### config.mk
export PLATFORM = sky130hd
export DESIGN_NAME = periph_soc
export DESIGN_NICKNAME = d
export VERILOG_FILES = /design/src/hw/periph_pkg.sv /design/src/hw/soc_cfg_pkg.sv /design/src/hw/periph_bus_if.sv /design/src/hw/periph_bus_decoder.sv /design/src/hw/periph_soc.sv /design/src/hw/spi_host_unit.sv /design/src/hw/tx_queue.sv /design/src/hw/uart_tx_unit.sv
export SDC_FILE = /design/constraint.sdc
export NUM_CORES = 1
export LEC_CHECK = 0
export BUFFER_PORTS_ARGS = -buffer_cell sky130_fd_sc_hd__buf_2
export CORE_ASPECT_RATIO = 1.5
export CORE_MARGIN = 1
export CORE_UTILIZATION = 52
export CTS_CLUSTER_DIAMETER = 30
export DETAILED_ROUTE_END_ITERATION = 8
export PLACE_DENSITY = 0.76
export SLEW_MARGIN = 20
export SYNTH_ARGS = -nofsm -noshare
export SYNTH_HDL_FRONTEND = slang
export SYNTH_SLANG_ARGS = --single-unit
### constraint.sdc
create_clock -name clk_i -period 2.4 [get_ports clk_i]
set_input_delay 0.48 -clock clk_i [delete_from_list [all_inputs] [get_ports clk_i]]
set_output_delay 0.48 -clock clk_i [all_outputs]
set_load 0.005 [all_outputs]
### src/hw/periph_pkg.sv
package periph_pkg;

  // SPI chip select lines
  localparam int unsigned NumCs   = 4;
  localparam int unsigned CsWidth = $clog2(NumCs);

  // UART queue payload
  typedef logic [7:0] byte_t;

  //////////////////////////////////////////////////
  // SPI command
  //////////////////////////////////////////////////

  // Field order mirrors the data register, cs above data
  typedef struct packed {
    logic [CsWidth-1:0] cs;
    byte_t              data;
  } spi_cmd_t;

  //////////////////////////////////////////////////
  // Status words
  //////////////////////////////////////////////////

  // Read back in bits 2:0, full is the MSB
  typedef struct packed {
    logic full;
    logic empty;
    logic busy;
  } uart_status_t;

  // Read back in bits 3:0, rx_valid is the LSB
  typedef struct packed {
    logic full;
    logic empty;
    logic busy;
    logic rx_valid;
  } spi_status_t;

endpackage

### src/hw/soc_cfg_pkg.sv
package soc_cfg_pkg;

  //////////////////////////////////////////////////
  // Host bus geometry
  //////////////////////////////////////////////////

  localparam int unsigned WbAdrWidth  = 4;
  localparam int unsigned WbDataWidth = 32;

  // Word offset inside one unit
  localparam int unsigned OffWidth = 3;

  // Address bit that picks the unit, 0 is UART and 1 is SPI
  localparam int unsigned UnitSelBit = 3;

  //////////////////////////////////////////////////
  // Register map
  //////////////////////////////////////////////////

  localparam logic [OffWidth-1:0] UartDataOff   = OffWidth'(0);
  localparam logic [OffWidth-1:0] UartStatusOff = OffWidth'(1);
  localparam int unsigned         UartNumRegs   = 2;

  // Data write carries the byte in 7:0 and chip select in 9:8
  localparam logic [OffWidth-1:0] SpiDataOff   = OffWidth'(0);
  localparam logic [OffWidth-1:0] SpiRxOff     = OffWidth'(1);
  localparam logic [OffWidth-1:0] SpiStatusOff = OffWidth'(2);
  localparam int unsigned         SpiNumRegs   = 3;

  // Defaults for the top-level parameters
  localparam int unsigned DefClksPerBit    = 16;
  localparam int unsigned DefSckHalfPeriod = 4;
  localparam int unsigned DefQueueDepth    = 4;

endpackage

### src/hw/periph_bus_if.sv
`timescale 1ns/1ps

// Decoder to unit link, one access strobe per Wishbone cycle
interface periph_bus_if;

  // One-cycle strobe from the decoder
  logic sel;
  logic we;
  logic [soc_cfg_pkg::OffWidth-1:0] adr;
  logic [soc_cfg_pkg::WbDataWidth-1:0] wdata;

  // Unit reply, valid in the same cycle as sel
  logic [soc_cfg_pkg::WbDataWidth-1:0] rdata;
  logic ack;

  modport host (
    output sel,
    output we,
    output adr,
    output wdata,
    input  rdata,
    input  ack
  );

  modport unit (
    input  sel,
    input  we,
    input  adr,
    input  wdata,
    output rdata,
    output ack
  );

endinterface

### src/hw/periph_bus_decoder.sv
`timescale 1ns/1ps

module periph_bus_decoder (
  input  logic                                clk_i,
  input  logic                                rst_n_i,
  input  logic                                wb_cyc_i,
  input  logic                                wb_stb_i,
  input  logic                                wb_we_i,
  input  logic [soc_cfg_pkg::WbAdrWidth-1:0]  wb_adr_i,
  input  logic [soc_cfg_pkg::WbDataWidth-1:0] wb_dat_i,
  output logic [soc_cfg_pkg::WbDataWidth-1:0] wb_dat_o,
  output logic                                wb_ack_o,
  periph_bus_if.host                          uart_bus,
  periph_bus_if.host                          spi_bus
);

  localparam int unsigned OffWidth = soc_cfg_pkg::OffWidth;

  logic                req_q;
  logic                start;
  logic                spi_hit;
  logic                in_range;
  logic                local_ack;
  logic [OffWidth-1:0] off;

  //////////////////////////////////////////////////
  // Access detection and routing
  //////////////////////////////////////////////////

  // New access only once ack has dropped again
  assign start = wb_cyc_i & wb_stb_i & ~req_q & ~wb_ack_o;

  always_ff @(posedge clk_i or negedge rst_n_i) begin
    if (!rst_n_i) begin
      req_q <= 1'b0;
    end else begin
      req_q <= start;
    end
  end

  assign off     = wb_adr_i[OffWidth-1:0];
  assign spi_hit = wb_adr_i[soc_cfg_pkg::UnitSelBit];

  assign in_range = spi_hit ? (off < OffWidth'(soc_cfg_pkg::SpiNumRegs))
                            : (off < OffWidth'(soc_cfg_pkg::UartNumRegs));

  // Host holds address and data, so these need no capture
  assign uart_bus.sel   = req_q & ~spi_hit & in_range;
  assign uart_bus.we    = wb_we_i;
  assign uart_bus.adr   = off;
  assign uart_bus.wdata = wb_dat_i;

  assign spi_bus.sel   = req_q & spi_hit & in_range;
  assign spi_bus.we    = wb_we_i;
  assign spi_bus.adr   = off;
  assign spi_bus.wdata = wb_dat_i;

  // Holes in the map answer here with zero data
  assign local_ack = req_q & ~in_range;

  //////////////////////////////////////////////////
  // Reply merge
  //////////////////////////////////////////////////

  always_ff @(posedge clk_i or negedge rst_n_i) begin
    if (!rst_n_i) begin
      wb_ack_o <= 1'b0;
    end else begin
      wb_ack_o <= (uart_bus.ack | spi_bus.ack | local_ack) & wb_cyc_i;
    end
  end

  always_ff @(posedge clk_i) begin
    if (uart_bus.ack) begin
      wb_dat_o <= uart_bus.rdata;
    end else if (spi_bus.ack) begin
      wb_dat_o <= spi_bus.rdata;
    end else begin
      wb_dat_o <= '0;
    end
  end

endmodule

### src/hw/periph_soc.sv
`timescale 1ns/1ps

module periph_soc #(
  parameter int unsigned ClksPerBit    = soc_cfg_pkg::DefClksPerBit,
  parameter int unsigned SckHalfPeriod = soc_cfg_pkg::DefSckHalfPeriod,
  parameter int unsigned QueueDepth    = soc_cfg_pkg::DefQueueDepth
) (
  input  logic                                clk_i,
  input  logic                                rst_n_i,
  input  logic                                wb_cyc_i,
  input  logic                                wb_stb_i,
  input  logic                                wb_we_i,
  input  logic [soc_cfg_pkg::WbAdrWidth-1:0]  wb_adr_i,
  input  logic [soc_cfg_pkg::WbDataWidth-1:0] wb_dat_i,
  output logic [soc_cfg_pkg::WbDataWidth-1:0] wb_dat_o,
  output logic                                wb_ack_o,
  output logic                                uart_tx_o,
  input  logic                                spi_sd_i,
  output logic                                spi_sck_o,
  output logic [periph_pkg::NumCs-1:0]        spi_csb_o,
  output logic                                spi_sd_o
);

  // One link per unit
  periph_bus_if uart_bus ();
  periph_bus_if spi_bus ();

  periph_bus_decoder u_decoder (
    .clk_i    ( clk_i    ),
    .rst_n_i  ( rst_n_i  ),
    .wb_cyc_i ( wb_cyc_i ),
    .wb_stb_i ( wb_stb_i ),
    .wb_we_i  ( wb_we_i  ),
    .wb_adr_i ( wb_adr_i ),
    .wb_dat_i ( wb_dat_i ),
    .wb_dat_o ( wb_dat_o ),
    .wb_ack_o ( wb_ack_o ),
    .uart_bus ( uart_bus ),
    .spi_bus  ( spi_bus  )
  );

  uart_tx_unit #(
    .ClksPerBit ( ClksPerBit ),
    .QueueDepth ( QueueDepth )
  ) u_uart (
    .clk_i   ( clk_i     ),
    .rst_n_i ( rst_n_i   ),
    .bus     ( uart_bus  ),
    .tx_o    ( uart_tx_o )
  );

  spi_host_unit #(
    .SckHalfPeriod ( SckHalfPeriod ),
    .QueueDepth    ( QueueDepth    )
  ) u_spi (
    .clk_i     ( clk_i     ),
    .rst_n_i   ( rst_n_i   ),
    .bus       ( spi_bus   ),
    .spi_sd_i  ( spi_sd_i  ),
    .spi_sck_o ( spi_sck_o ),
    .spi_csb_o ( spi_csb_o ),
    .spi_sd_o  ( spi_sd_o  )
  );

endmodule

### src/hw/spi_host_unit.sv
`timescale 1ns/1ps

module spi_host_unit #(
  parameter int unsigned SckHalfPeriod = soc_cfg_pkg::DefSckHalfPeriod,
  parameter int unsigned QueueDepth    = soc_cfg_pkg::DefQueueDepth
) (
  input  logic                         clk_i,
  input  logic                         rst_n_i,
  periph_bus_if.unit                   bus,
  input  logic                         spi_sd_i,
  output logic                         spi_sck_o,
  output logic [periph_pkg::NumCs-1:0] spi_csb_o,
  output logic                         spi_sd_o
);

  localparam int unsigned DivWidth = (SckHalfPeriod > 1) ? $clog2(SckHalfPeriod) : 1;

  typedef enum logic [1:0] {
    SpiIdle,
    SpiLead,
    SpiShift,
    SpiTrail
  } spi_state_e;

  spi_state_e                       state_q;
  logic [DivWidth-1:0]              div_q;
  logic [2:0]                       bit_q;
  logic                             sck_q;
  logic                             sample_q;
  logic [periph_pkg::CsWidth-1:0]   cs_q;
  periph_pkg::byte_t                shift_q;
  periph_pkg::byte_t                rx_data_q;
  logic                             rx_valid_q;
  periph_pkg::spi_cmd_t             cmd_in;
  periph_pkg::spi_cmd_t             q_head;
  periph_pkg::spi_status_t          status;
  logic                             push;
  logic                             pop;
  logic                             rx_read;
  logic                             q_full;
  logic                             q_empty;
  logic                             half_done;
  logic                             sck_rise;
  logic                             sck_fall;
  logic                             xfer_done;

  //////////////////////////////////////////////////
  // Register block
  //////////////////////////////////////////////////

  assign push    = bus.sel & bus.we & (bus.adr == soc_cfg_pkg::SpiDataOff);
  assign rx_read = bus.sel & ~bus.we & (bus.adr == soc_cfg_pkg::SpiRxOff);
  assign bus.ack = bus.sel;

  assign cmd_in.data = bus.wdata[7:0];
  assign cmd_in.cs   = bus.wdata[8 +: periph_pkg::CsWidth];

  always_comb begin
    status          = '0;
    status.full     = q_full;
    status.empty    = q_empty;
    status.busy     = (state_q != SpiIdle);
    status.rx_valid = rx_valid_q;
    bus.rdata = '0;
    case (bus.adr)
      soc_cfg_pkg::SpiRxOff:     bus.rdata[7:0] = rx_data_q;
      soc_cfg_pkg::SpiStatusOff: bus.rdata[$bits(status)-1:0] = status;
      default: ;
    endcase
  end

  tx_queue #(
    .payload_t ( periph_pkg::spi_cmd_t ),
    .Depth     ( QueueDepth            )
  ) u_queue (
    .clk_i   ( clk_i   ),
    .rst_n_i ( rst_n_i ),
    .push_i  ( push    ),
    .wdata_i ( cmd_in  ),
    .pop_i   ( pop     ),
    .rdata_o ( q_head  ),
    .full_o  ( q_full  ),
    .empty_o ( q_empty )
  );

  //////////////////////////////////////////////////
  // Mode-0 shift engine
  //////////////////////////////////////////////////

  assign half_done = (div_q == DivWidth'(SckHalfPeriod - 1));
  assign pop       = (state_q == SpiIdle) & ~q_empty;
  // First rising edge closes the lead-in half period
  assign sck_rise  = half_done & ((state_q == SpiLead) | ((state_q == SpiShift) & ~sck_q));
  assign sck_fall  = half_done & (state_q == SpiShift) & sck_q;
  assign xfer_done = half_done & (state_q == SpiTrail);

  always_ff @(posedge clk_i or negedge rst_n_i) begin
    if (!rst_n_i) begin
      state_q    <= SpiIdle;
      div_q      <= '0;
      bit_q      <= '0;
      sck_q      <= 1'b0;
      cs_q       <= '0;
      rx_valid_q <= 1'b0;
    end else begin
      div_q <= ((state_q == SpiIdle) || half_done) ? '0 : div_q + DivWidth'(1);
      if (sck_rise) sck_q <= 1'b1;
      if (sck_fall) sck_q <= 1'b0;
      case (state_q)
        SpiIdle: begin
          if (pop) begin
            state_q <= SpiLead;
            cs_q    <= q_head.cs;
          end
        end
        SpiLead: if (half_done) state_q <= SpiShift;
        SpiShift: begin
          if (sck_fall) begin
            bit_q <= bit_q + 3'd1;
            if (bit_q == 3'd7) state_q <= SpiTrail;
          end
        end
        SpiTrail: if (half_done) state_q <= SpiIdle;
        default: state_q <= SpiIdle;
      endcase
      // A finishing transfer wins over a clearing read
      if (xfer_done) begin
        rx_valid_q <= 1'b1;
      end else if (rx_read) begin
        rx_valid_q <= 1'b0;
      end
    end
  end

  // Out at the MSB, in at the LSB
  always_ff @(posedge clk_i) begin
    if (pop) begin
      shift_q <= q_head.data;
    end else if (sck_fall) begin
      shift_q <= {shift_q[6:0], sample_q};
    end
    if (sck_rise) sample_q <= spi_sd_i;
    if (xfer_done) rx_data_q <= shift_q;
  end

  always_comb begin
    spi_csb_o = '1;
    if (state_q != SpiIdle) begin
      spi_csb_o[cs_q] = 1'b0;
    end
  end

  assign spi_sck_o = sck_q;
  assign spi_sd_o  = (state_q != SpiIdle) & shift_q[7];

endmodule

### src/hw/tx_queue.sv
`timescale 1ns/1ps

module tx_queue #(
  parameter type         payload_t = logic [7:0],
  parameter int unsigned Depth     = 4
) (
  input  logic     clk_i,
  input  logic     rst_n_i,
  input  logic     push_i,
  input  payload_t wdata_i,
  input  logic     pop_i,
  output payload_t rdata_o,
  output logic     full_o,
  output logic     empty_o
);

  localparam int unsigned PtrWidth = (Depth > 1) ? $clog2(Depth) : 1;
  localparam int unsigned CntWidth = $clog2(Depth + 1);

  payload_t            mem [Depth];
  logic [PtrWidth-1:0] wr_ptr;
  logic [PtrWidth-1:0] rd_ptr;
  logic [CntWidth-1:0] count;
  logic                do_push;
  logic                do_pop;

  // Wrap at Depth, also for depths that are not a power of two
  function automatic logic [PtrWidth-1:0] ptr_next(input logic [PtrWidth-1:0] ptr);
    if (ptr == PtrWidth'(Depth - 1)) begin
      return '0;
    end
    return ptr + PtrWidth'(1);
  endfunction

  assign full_o  = (count == CntWidth'(Depth));
  assign empty_o = (count == '0);

  // Overflow and underflow requests are dropped
  assign do_push = push_i & ~full_o;
  assign do_pop  = pop_i & ~empty_o;

  // Head entry straight from storage
  assign rdata_o = mem[rd_ptr];

  always_ff @(posedge clk_i) begin
    if (do_push) begin
      mem[wr_ptr] <= wdata_i;
    end
  end

  always_ff @(posedge clk_i or negedge rst_n_i) begin
    if (!rst_n_i) begin
      wr_ptr <= '0;
      rd_ptr <= '0;
      count  <= '0;
    end else begin
      if (do_push) begin
        wr_ptr <= ptr_next(wr_ptr);
      end
      if (do_pop) begin
        rd_ptr <= ptr_next(rd_ptr);
      end
      if (do_push && !do_pop) begin
        count <= count + CntWidth'(1);
      end else if (do_pop && !do_push) begin
        count <= count - CntWidth'(1);
      end
    end
  end

endmodule

### src/hw/uart_tx_unit.sv
`timescale 1ns/1ps

module uart_tx_unit #(
  parameter int unsigned ClksPerBit = soc_cfg_pkg::DefClksPerBit,
  parameter int unsigned QueueDepth = soc_cfg_pkg::DefQueueDepth
) (
  input  logic       clk_i,
  input  logic       rst_n_i,
  periph_bus_if.unit bus,
  output logic       tx_o
);

  localparam int unsigned DivWidth = (ClksPerBit > 1) ? $clog2(ClksPerBit) : 1;

  typedef enum logic [1:0] {
    TxIdle,
    TxStart,
    TxData,
    TxStop
  } tx_state_e;

  tx_state_e                 state_q;
  logic [DivWidth-1:0]       div_q;
  logic [2:0]                bit_q;
  periph_pkg::byte_t         shift_q;
  periph_pkg::byte_t         q_head;
  periph_pkg::uart_status_t  status;
  logic                      push;
  logic                      pop;
  logic                      q_full;
  logic                      q_empty;
  logic                      bit_done;

  //////////////////////////////////////////////////
  // Register block
  //////////////////////////////////////////////////

  assign push    = bus.sel & bus.we & (bus.adr == soc_cfg_pkg::UartDataOff);
  assign bus.ack = bus.sel;

  always_comb begin
    status       = '0;
    status.full  = q_full;
    status.empty = q_empty;
    status.busy  = (state_q != TxIdle);
    // Data register is write-only and reads as zero
    bus.rdata = '0;
    if (bus.adr == soc_cfg_pkg::UartStatusOff) begin
      bus.rdata[$bits(status)-1:0] = status;
    end
  end

  tx_queue #(
    .payload_t ( periph_pkg::byte_t ),
    .Depth     ( QueueDepth         )
  ) u_queue (
    .clk_i   ( clk_i           ),
    .rst_n_i ( rst_n_i         ),
    .push_i  ( push            ),
    .wdata_i ( bus.wdata[7:0]  ),
    .pop_i   ( pop             ),
    .rdata_o ( q_head          ),
    .full_o  ( q_full          ),
    .empty_o ( q_empty         )
  );

  //////////////////////////////////////////////////
  // 8N1 serializer
  //////////////////////////////////////////////////

  assign bit_done = (div_q == DivWidth'(ClksPerBit - 1));

  // Next frame starts from idle or right after a stop bit
  assign pop = ~q_empty & ((state_q == TxIdle) | ((state_q == TxStop) & bit_done));

  always_ff @(posedge clk_i or negedge rst_n_i) begin
    if (!rst_n_i) begin
      state_q <= TxIdle;
      div_q   <= '0;
      bit_q   <= '0;
    end else begin
      div_q <= ((state_q == TxIdle) || bit_done) ? '0 : div_q + DivWidth'(1);
      case (state_q)
        TxIdle: if (pop) state_q <= TxStart;
        TxStart: if (bit_done) state_q <= TxData;
        TxData: begin
          if (bit_done) begin
            bit_q <= bit_q + 3'd1;
            if (bit_q == 3'd7) state_q <= TxStop;
          end
        end
        TxStop: if (bit_done) state_q <= pop ? TxStart : TxIdle;
        default: state_q <= TxIdle;
      endcase
    end
  end

  // LSB first
  always_ff @(posedge clk_i) begin
    if (pop) begin
      shift_q <= q_head;
    end else if ((state_q == TxData) && bit_done) begin
      shift_q <= {1'b0, shift_q[7:1]};
    end
  end

  always_comb begin
    case (state_q)
      TxStart: tx_o = 1'b0;
      TxData:  tx_o = shift_q[0];
      default: tx_o = 1'b1;
    endcase
  end

endmodule
==> After elaboration in Yosys (flattened, before gate mapping) <==
Memories as Yosys holds them, arrays and structs flattened.
Index checks and enable logic that the tools add are counted.
{ "totals": {"mem_count": 2, "ram_bits": 72, "input_bits": 42, "elab_cells": 204, "out_inout_bits": 40, "reg_bits": 93} }
{ "op_classes": {"n_mux": 56, "bitwise_logic": 45, "add_sub_neg": 12, "reduce_logical": 32, "order_cmp": 4, "eq_ne": 28} }
{ "memory_table": {"columns": ["name", "depth", "width", "rd", "rd_clocked_by_memory_dff", "write_ports", "line_no", "text"], "rows": [
  ["u_spi.u_queue.mem", 4, 10, 1, 0, 1, "tx_queue.sv:20", "payload_t mem [Depth];"],
  ["u_uart.u_queue.mem", 4, 8, 1, 0, 1, "tx_queue.sv:20", null]
]} }
{ "ops": {"columns": ["cell", "count"], "rows": [
  ["2-to-1 mux 2 bit", 19],
  ["2-to-1 mux 8 bit", 4],
  ["bitwise AND 1 bit", 28],
  ["2-to-1 mux 3 bit", 7],
  ["2-to-1 mux 1 bit", 19],
  ["equality test 2 bit, second input constant", 9],
  ["inequality test 2 x 1 -> 1 bit, second input constant", 8],
  ["one-hot mux 2 bit (4 select lines)", 2],
  ["nonzero test 2 bit", 8],
  ["adder 3 x 1 -> 3 bit, second input constant", 4],
  ["equality test 3 bit, second input constant", 4],
  ["NOT 1 bit", 12],
  ["adder 2 x 1 -> 2 bit, second input constant", 5],
  ["AND reduction 5 bit", 2],
  ["logical NOT 3 bit", 3],
  ["2-to-1 mux 4 bit", 2],
  ["one-hot mux 4 bit (2 select lines)", 1],
  ["logical AND 1 bit", 6],
  ["< comparator 3 x 2 -> 1 bit, second input constant", 2],
  ["AND reduction 2 bit", 3],
  ["subtractor 3 x 1 -> 3 bit, second input constant", 2],
  ["adder 4 x 1 -> 4 bit, second input constant", 1],
  ["equality test 2 x 1 -> 1 bit, second input constant", 2],
  ["equality test 4 bit, second input constant", 1],
  ["other kinds (14)", 23]
]} }

==> Logic depth before layout (Yosys ltp) <==
{ "depth": {"depth_word": 10, "ltp_mapped": 12, "depth_no_buf": 11} }

==> Cells and area by module <==
Synthesis repeated with hierarchy kept, for this count alone.
{ "hier_totals": {"cells_unflattened": 548, "hier_area_um2": 7846.3} }
{ "modules_own_cells": {"columns": ["module", "cells_per_inst", "area_per_inst_um2", "n_inst"], "rows": [
  ["tx_queue (u_spi.u_queue)", 89, 1895.6, 1],
  ["periph_bus_decoder", 156, 1645.3, 1],
  ["tx_queue (u_uart.u_queue)", 79, 1620.3, 1],
  ["spi_host_unit", 123, 1546.5, 1],
  ["uart_tx_unit", 101, 1138.6, 1]
]} }

==> Least setup slack after synthesis <==
No wires, ideal clock.
{ "synth_timing": {"path_type": "input -> register", "from": "input wb_adr_i[1] (netlist bit)", "to": "register u_spi.u_queue.count[2]", "slack_ps": -124, "arrival_time_ps": 2445, "n_path_buf": 0, "stages": 8, "t_required_ps": 2321, "path_cell_list": "or4b_4 > nor3_4 > ha_1 > inv_1 > fa_1 > xor2_1 > nor2_1 > xor2_1"} }
{ "synth_between": {"elab_chain_len": 9, "word_cells_on_any_way": 13, "classes_between": "order compare: 2; mux: 2; bitwise: 4; reduce/logical: 5"} }
{ "synth_rtl": {"columns": ["item", "line_no", "text"], "rows": [
  ["start: declaration", "periph_soc.sv:13", "input logic [soc_cfg_pkg::WbAdrWidth-1:0] wb_adr_i,"],
  ["< comparator 3 x 2 -> 1 bit (on tied branches)", "periph_bus_decoder.sv:45, periph_bus_decoder.sv:44", null],
  ["2-to-1 mux 1 bit", "periph_bus_decoder.sv:44", "assign in_range = spi_hit ? (off < OffWidth'(soc_cfg_pkg::SpiNumRegs))"],
  ["bitwise AND 1 bit", "periph_bus_decoder.sv:53", "assign spi_bus.sel = req_q & spi_hit & in_range;"],
  ["bitwise AND 1 bit", "spi_host_unit.sv:51", "assign push = bus.sel & bus.we & (bus.adr == soc_cfg_pkg::SpiDataOff);"],
  ["bitwise AND 1 bit (*)", "spi_host_unit.sv:51", null],
  ["bitwise AND 1 bit (*)", "tx_queue.sv:39", "assign do_push = push_i & ~full_o;"],
  ["net u_spi.u_queue.do_push", "tx_queue.sv:24", "logic do_push;"],
  ["logical NOT 1 bit", "tx_queue.sv:65", "end else if (do_pop && !do_push) begin"],
  ["logical AND 1 bit", "tx_queue.sv:65", null],
  ["nonzero test 2 bit (no line)", null, null],
  ["end signal: assignment", "tx_queue.sv:64", "count <= count + CntWidth'(1);"],
  ["end signal: assignment", "tx_queue.sv:66", "count <= count - CntWidth'(1);"],
  ["end: declaration", "tx_queue.sv:23", "logic [CntWidth-1:0] count;"]
]} }
Mark *: on every way through the listed nets, which the timed path passes. The rest lies on a longest branch.
A chain may end at the register's enable or synchronous reset.

==> Worst setup path in the final report <==
{ "layout_timing": {"from": "register u_uart.state_q[0]", "to": "register u_uart.u_queue.count[2]"} }
{ "layout_between": {"elab_chain_len": 8, "word_cells_on_any_way": 11, "classes_between": "eq/ne: 1; mux: 1; bitwise: 4; reduce/logical: 5"} }
{ "layout_rtl": {"columns": ["item", "line_no", "text"], "rows": [
  ["start: declaration", "uart_tx_unit.sv:22", "tx_state_e state_q;"],
  ["start signal: assignment", "uart_tx_unit.sv:78", "state_q <= TxIdle;"],
  ["start signal: assignment", "uart_tx_unit.sv:84", "TxIdle: if (pop) state_q <= TxStart;"],
  ["start signal: assignment", "uart_tx_unit.sv:85", "TxStart: if (bit_done) state_q <= TxData;"],
  ["equality test 2 bit", "uart_tx_unit.sv:74", "assign pop = ~q_empty & ((state_q == TxIdle) | ((state_q == TxStop) & bit_done));"],
  ["bitwise AND 1 bit", "uart_tx_unit.sv:74", null],
  ["OR 1 bit (*)", "uart_tx_unit.sv:74", null],
  ["bitwise AND 1 bit (*)", "uart_tx_unit.sv:74", null],
  ["bitwise AND 1 bit (*)", "tx_queue.sv:40", "assign do_pop = pop_i & ~empty_o;"],
  ["logical NOT 1 bit", "tx_queue.sv:63", "if (do_push && !do_pop) begin"],
  ["logical AND 1 bit", "tx_queue.sv:63", null],
  ["2-to-1 mux 3 bit / nonzero test 2 bit (equally long branches)", null, null],
  ["end signal: assignment", "tx_queue.sv:64", null],
  ["end signal: assignment", "tx_queue.sv:66", null],
  ["end: declaration", "tx_queue.sv:23", null]
]} }
Every way passes the cells marked *; elsewhere a longest branch is shown, timed or not.

==> impl_metrics.csv <==
group,metric,value,unit
timing,slew_headroom,42.1,%
layout,area_growth,18.5,%
floorplanning,boundaryPins,82,
worst_setup_path,required,2.73,ns
logic_synthesis,syn_inst,362,
logic_synthesis,ys_ff_latch,141,
clocking,cts_tree,"built",
min_path,hp-class,"in -> async",
outcome,status,"finished clean",
layout,fin_util,62.8,%
logic_synthesis,yosysUniqueCellTypes,53,
timing,final_hold_viol_count,0,
timing,slew_viol_final,0,
floorplanning,coreArea,11500,um2
floorplanning,fp-row-count,48,
worst_setup_path,cp-end-kind,"flip-flop",
worst_setup_path,worstReg2RegEnd,"u_uart.u_queue.count[2]",
route,first_pass_iters,4,
worst_setup_path,crit_fanout,4,
logic_synthesis,yosysTopAreaCell,"edfxtp_1",
timing,setup_viol,0,
clocking,htree_levels,4,
clocking,worstSkewPairLatency,0.41,ns
grt,first_global_vias,3343,
route,vias,3140,
placed_design,hpwl,6.85,mm
worst_setup_path,start_kind,"flip-flop",
flow_run,maxCapViolations,0,
floorplanning,die_area,12100,um2
logic_synthesis,ys_seq_area_share,65.3,%
grt,grt_use_total,18.8,%
floorplanning,dieWidth,90.3,um
placed_design,port_buffers,35,
pwr,vdd_drop_max,0.628,mV
floorplanning,start_util,53.0,%
layout,drive_above_1_share,32.4,%
logic_synthesis,yosysMostFrequentCell,"edfxtp_1",
layout,num-nets-final,503,
worst_setup_path,reg2reg_depth,11,
route,postRouteAntennaNets,0,
logic_synthesis,synth-edff-count,97,
floorplanning,chipHeight,134,um
worst_setup_path,crit_arrival,2.63,ns
clocking,cts_num_sinks,141,
clocking,hold_buffers,0,
logic_synthesis,netlist_top_cells_count,"97 x edfxtp_1, 36 x dfrtp_1, 27 x ha_1",
worst_setup_path,rr_startpoint,"u_uart.state_q[0]",
route,drt_iter0_drc,159,
logic_synthesis,yosysWarnings,0,
logic_synthesis,synth_flop_cell,"edfxtp_1",
placed_design,gp_congestion,0.767,
clocking,cts_made_buffers,17,
logic_synthesis,yosys.area.top_type_share,47.9,%
timing,period_minus_slack,2.30,ns
clocking,path_clk_slew,0.06,ns
timing,finClkSkew,0.0101,ns
pwr,cellPowerDensity,752,nW/um2
grt,antenna_found_initial,0,
worst_setup_path,crit_type,"reg -> reg",
worst_setup_path,reg2reg_slack,0.10,ns
timing,fmax,0.435,GHz
route,drt_wl_total,10.2,mm
route,drc,0,
timing,worstMarginPinSlew,0.868,ns
layout,diodes,0,
grt,grt_max_degree,37,
timing,finalCritPeriodShare,95.7,%
logic_synthesis,synth-async-reset-ratio,25.5,%
pwr,p_leak,0.00280,uW
layout,n_fill_cell,817,
logic_synthesis,synth.avg_cell_area,16.8,um2
route,wl_per_cell,17.2,um
clocking,cts.path.max_buffers,2,
pwr,power,5420,uW
grt,grt_pass1_wl,16.7,mm
grt,overflow,0,
logic_synthesis,yosys-top-cells-area,"edfxtp_1 48%, dfrtp_1 15%, mux4_2 6.7%",
clocking,cts-root-buf,"clkbuf_16",
logic_synthesis,synth_area,6080,um2
route,via_per_inst,5.28,
## flip-flops by register name (all words and copies together) (netlist names), 3 cells and up
register and cells:
u_spi.u_queue.mem 40, u_uart.shift_q 8, u_uart.u_queue.count 3, u_spi.rx_data_q 8, u_uart.u_queue.mem 32, u_spi.u_queue.count 3, u_spi.shift_q 8, u_spi.bit_q 3
u_decoder.wb_dat_o 8, u_uart.bit_q 3, u_uart.div_q 4
## cell usage in the layout, fill, tap and decap left out, types with 3 or more instances in the layout
master	instances
conb_1	24
inv_2	4
dfxtp_1	8
dfrtp_1	36
ha_1	25
or3_1	3
nor3_1	6
a311oi_1	3
bufinv_16	3
nor2_1	12
xnor2_1	5
mux2_2	16
clkinv_2	3
and2_1	15
buf_12	7
nand4_1	3
a221o_1	3
buf_4	19
xor2_1	4
clkinvlp_4	3
mux2_4	4
inv_1	10
edfxtp_1	97
mux2_1	12
buf_2	35
mux4_2	18
nand2_1	4
clkbuf_16	17
## repair_timing
action                                  4_1_cts  5_1_grt
endpoints found under the setup margin        0        1
gates resized for setup                       0        1
setup buffers                                 0        4
## critical path: stages (launching register included)
cell	delay, ns
dfrtp_1	0.42
inv_2	0.08
ha_1	0.23
a41o_1	0.24
and2_1	0.19
inv_2	0.07
ha_2	0.18
inv_2	0.04
fa_2	0.32
xor2_1	0.15
nor2_1	0.14
xor2_1	0.16
## worst max-delay path by stage
stage                                    to               from  slack [ns]
floorplan           u_uart.u_queue.count[2]        wb_adr_i[0]       -0.04
detailed placement   u_spi.u_queue.count[2]        wb_adr_i[0]       -0.20
global placement     u_spi.u_queue.count[2]        wb_adr_i[0]       -0.08
global route        u_uart.u_queue.count[2]  u_uart.state_q[0]       -0.01
finish              u_uart.u_queue.count[2]  u_uart.state_q[0]        0.10
CTS                 u_uart.u_queue.count[2]  u_uart.state_q[0]        0.07
## report_power, final
part / switching [uW] / internal [uW] / leakage [uW]
sequential: 33.1 / 2620 / 0.00138
clock: 947 / 1680 / 0.000287
combinational: 78.8 / 63.8 / 0.00114
## cell families after synthesis
kind of cell,count (synthesis),share of synthesized area [%]
buffers and inverters,47,4.48
DFF,141,65.3
AOI/OAI and AO/OA,21,3.02
muxes,51,13.0
xor gates and xnor gates,9,1.30
adders and majority gates,29,6.21
and+or+nand+nor,63,6.58
other,1,0.0617
## metrics by stage
stage               setup TNS [ns]  hold slack (ns)  worst slack (ns)  std cells  area [um2]
CTS                              0            0.200            0.0694        591        7170
floorplan                  -0.0784            0.184           -0.0400        385        6180
global placement            -0.204            0.417           -0.0799        559        6570
global route               -0.0124            0.239           -0.0124        595        7200
detailed placement          -0.558            0.430            -0.204        559        6570
finish                           0            0.182             0.102        595        7200
## cell type report
type                       count  area (um2)  area share [%]
sequential                   141        3970            55.2
multi-input combinational    197        1930            26.8
timing repair buffer          61         458            6.36
clock buffer                  20         457            6.34
tap                          150         188            2.61
clock inverter                12         144            2.00
inverter                      14        52.6           0.729
## layer usage
metal	GRT usage [%]	part of all wire (%)	up-vias
met3	5.29	3.9	19
met2	33.6	54	86
met1	20.5	39	1573
met5	0	0	-
li1	-	-	1462
met4	8.87	2.2	0
Note: power is estimated with default switching activity, not from simulation.
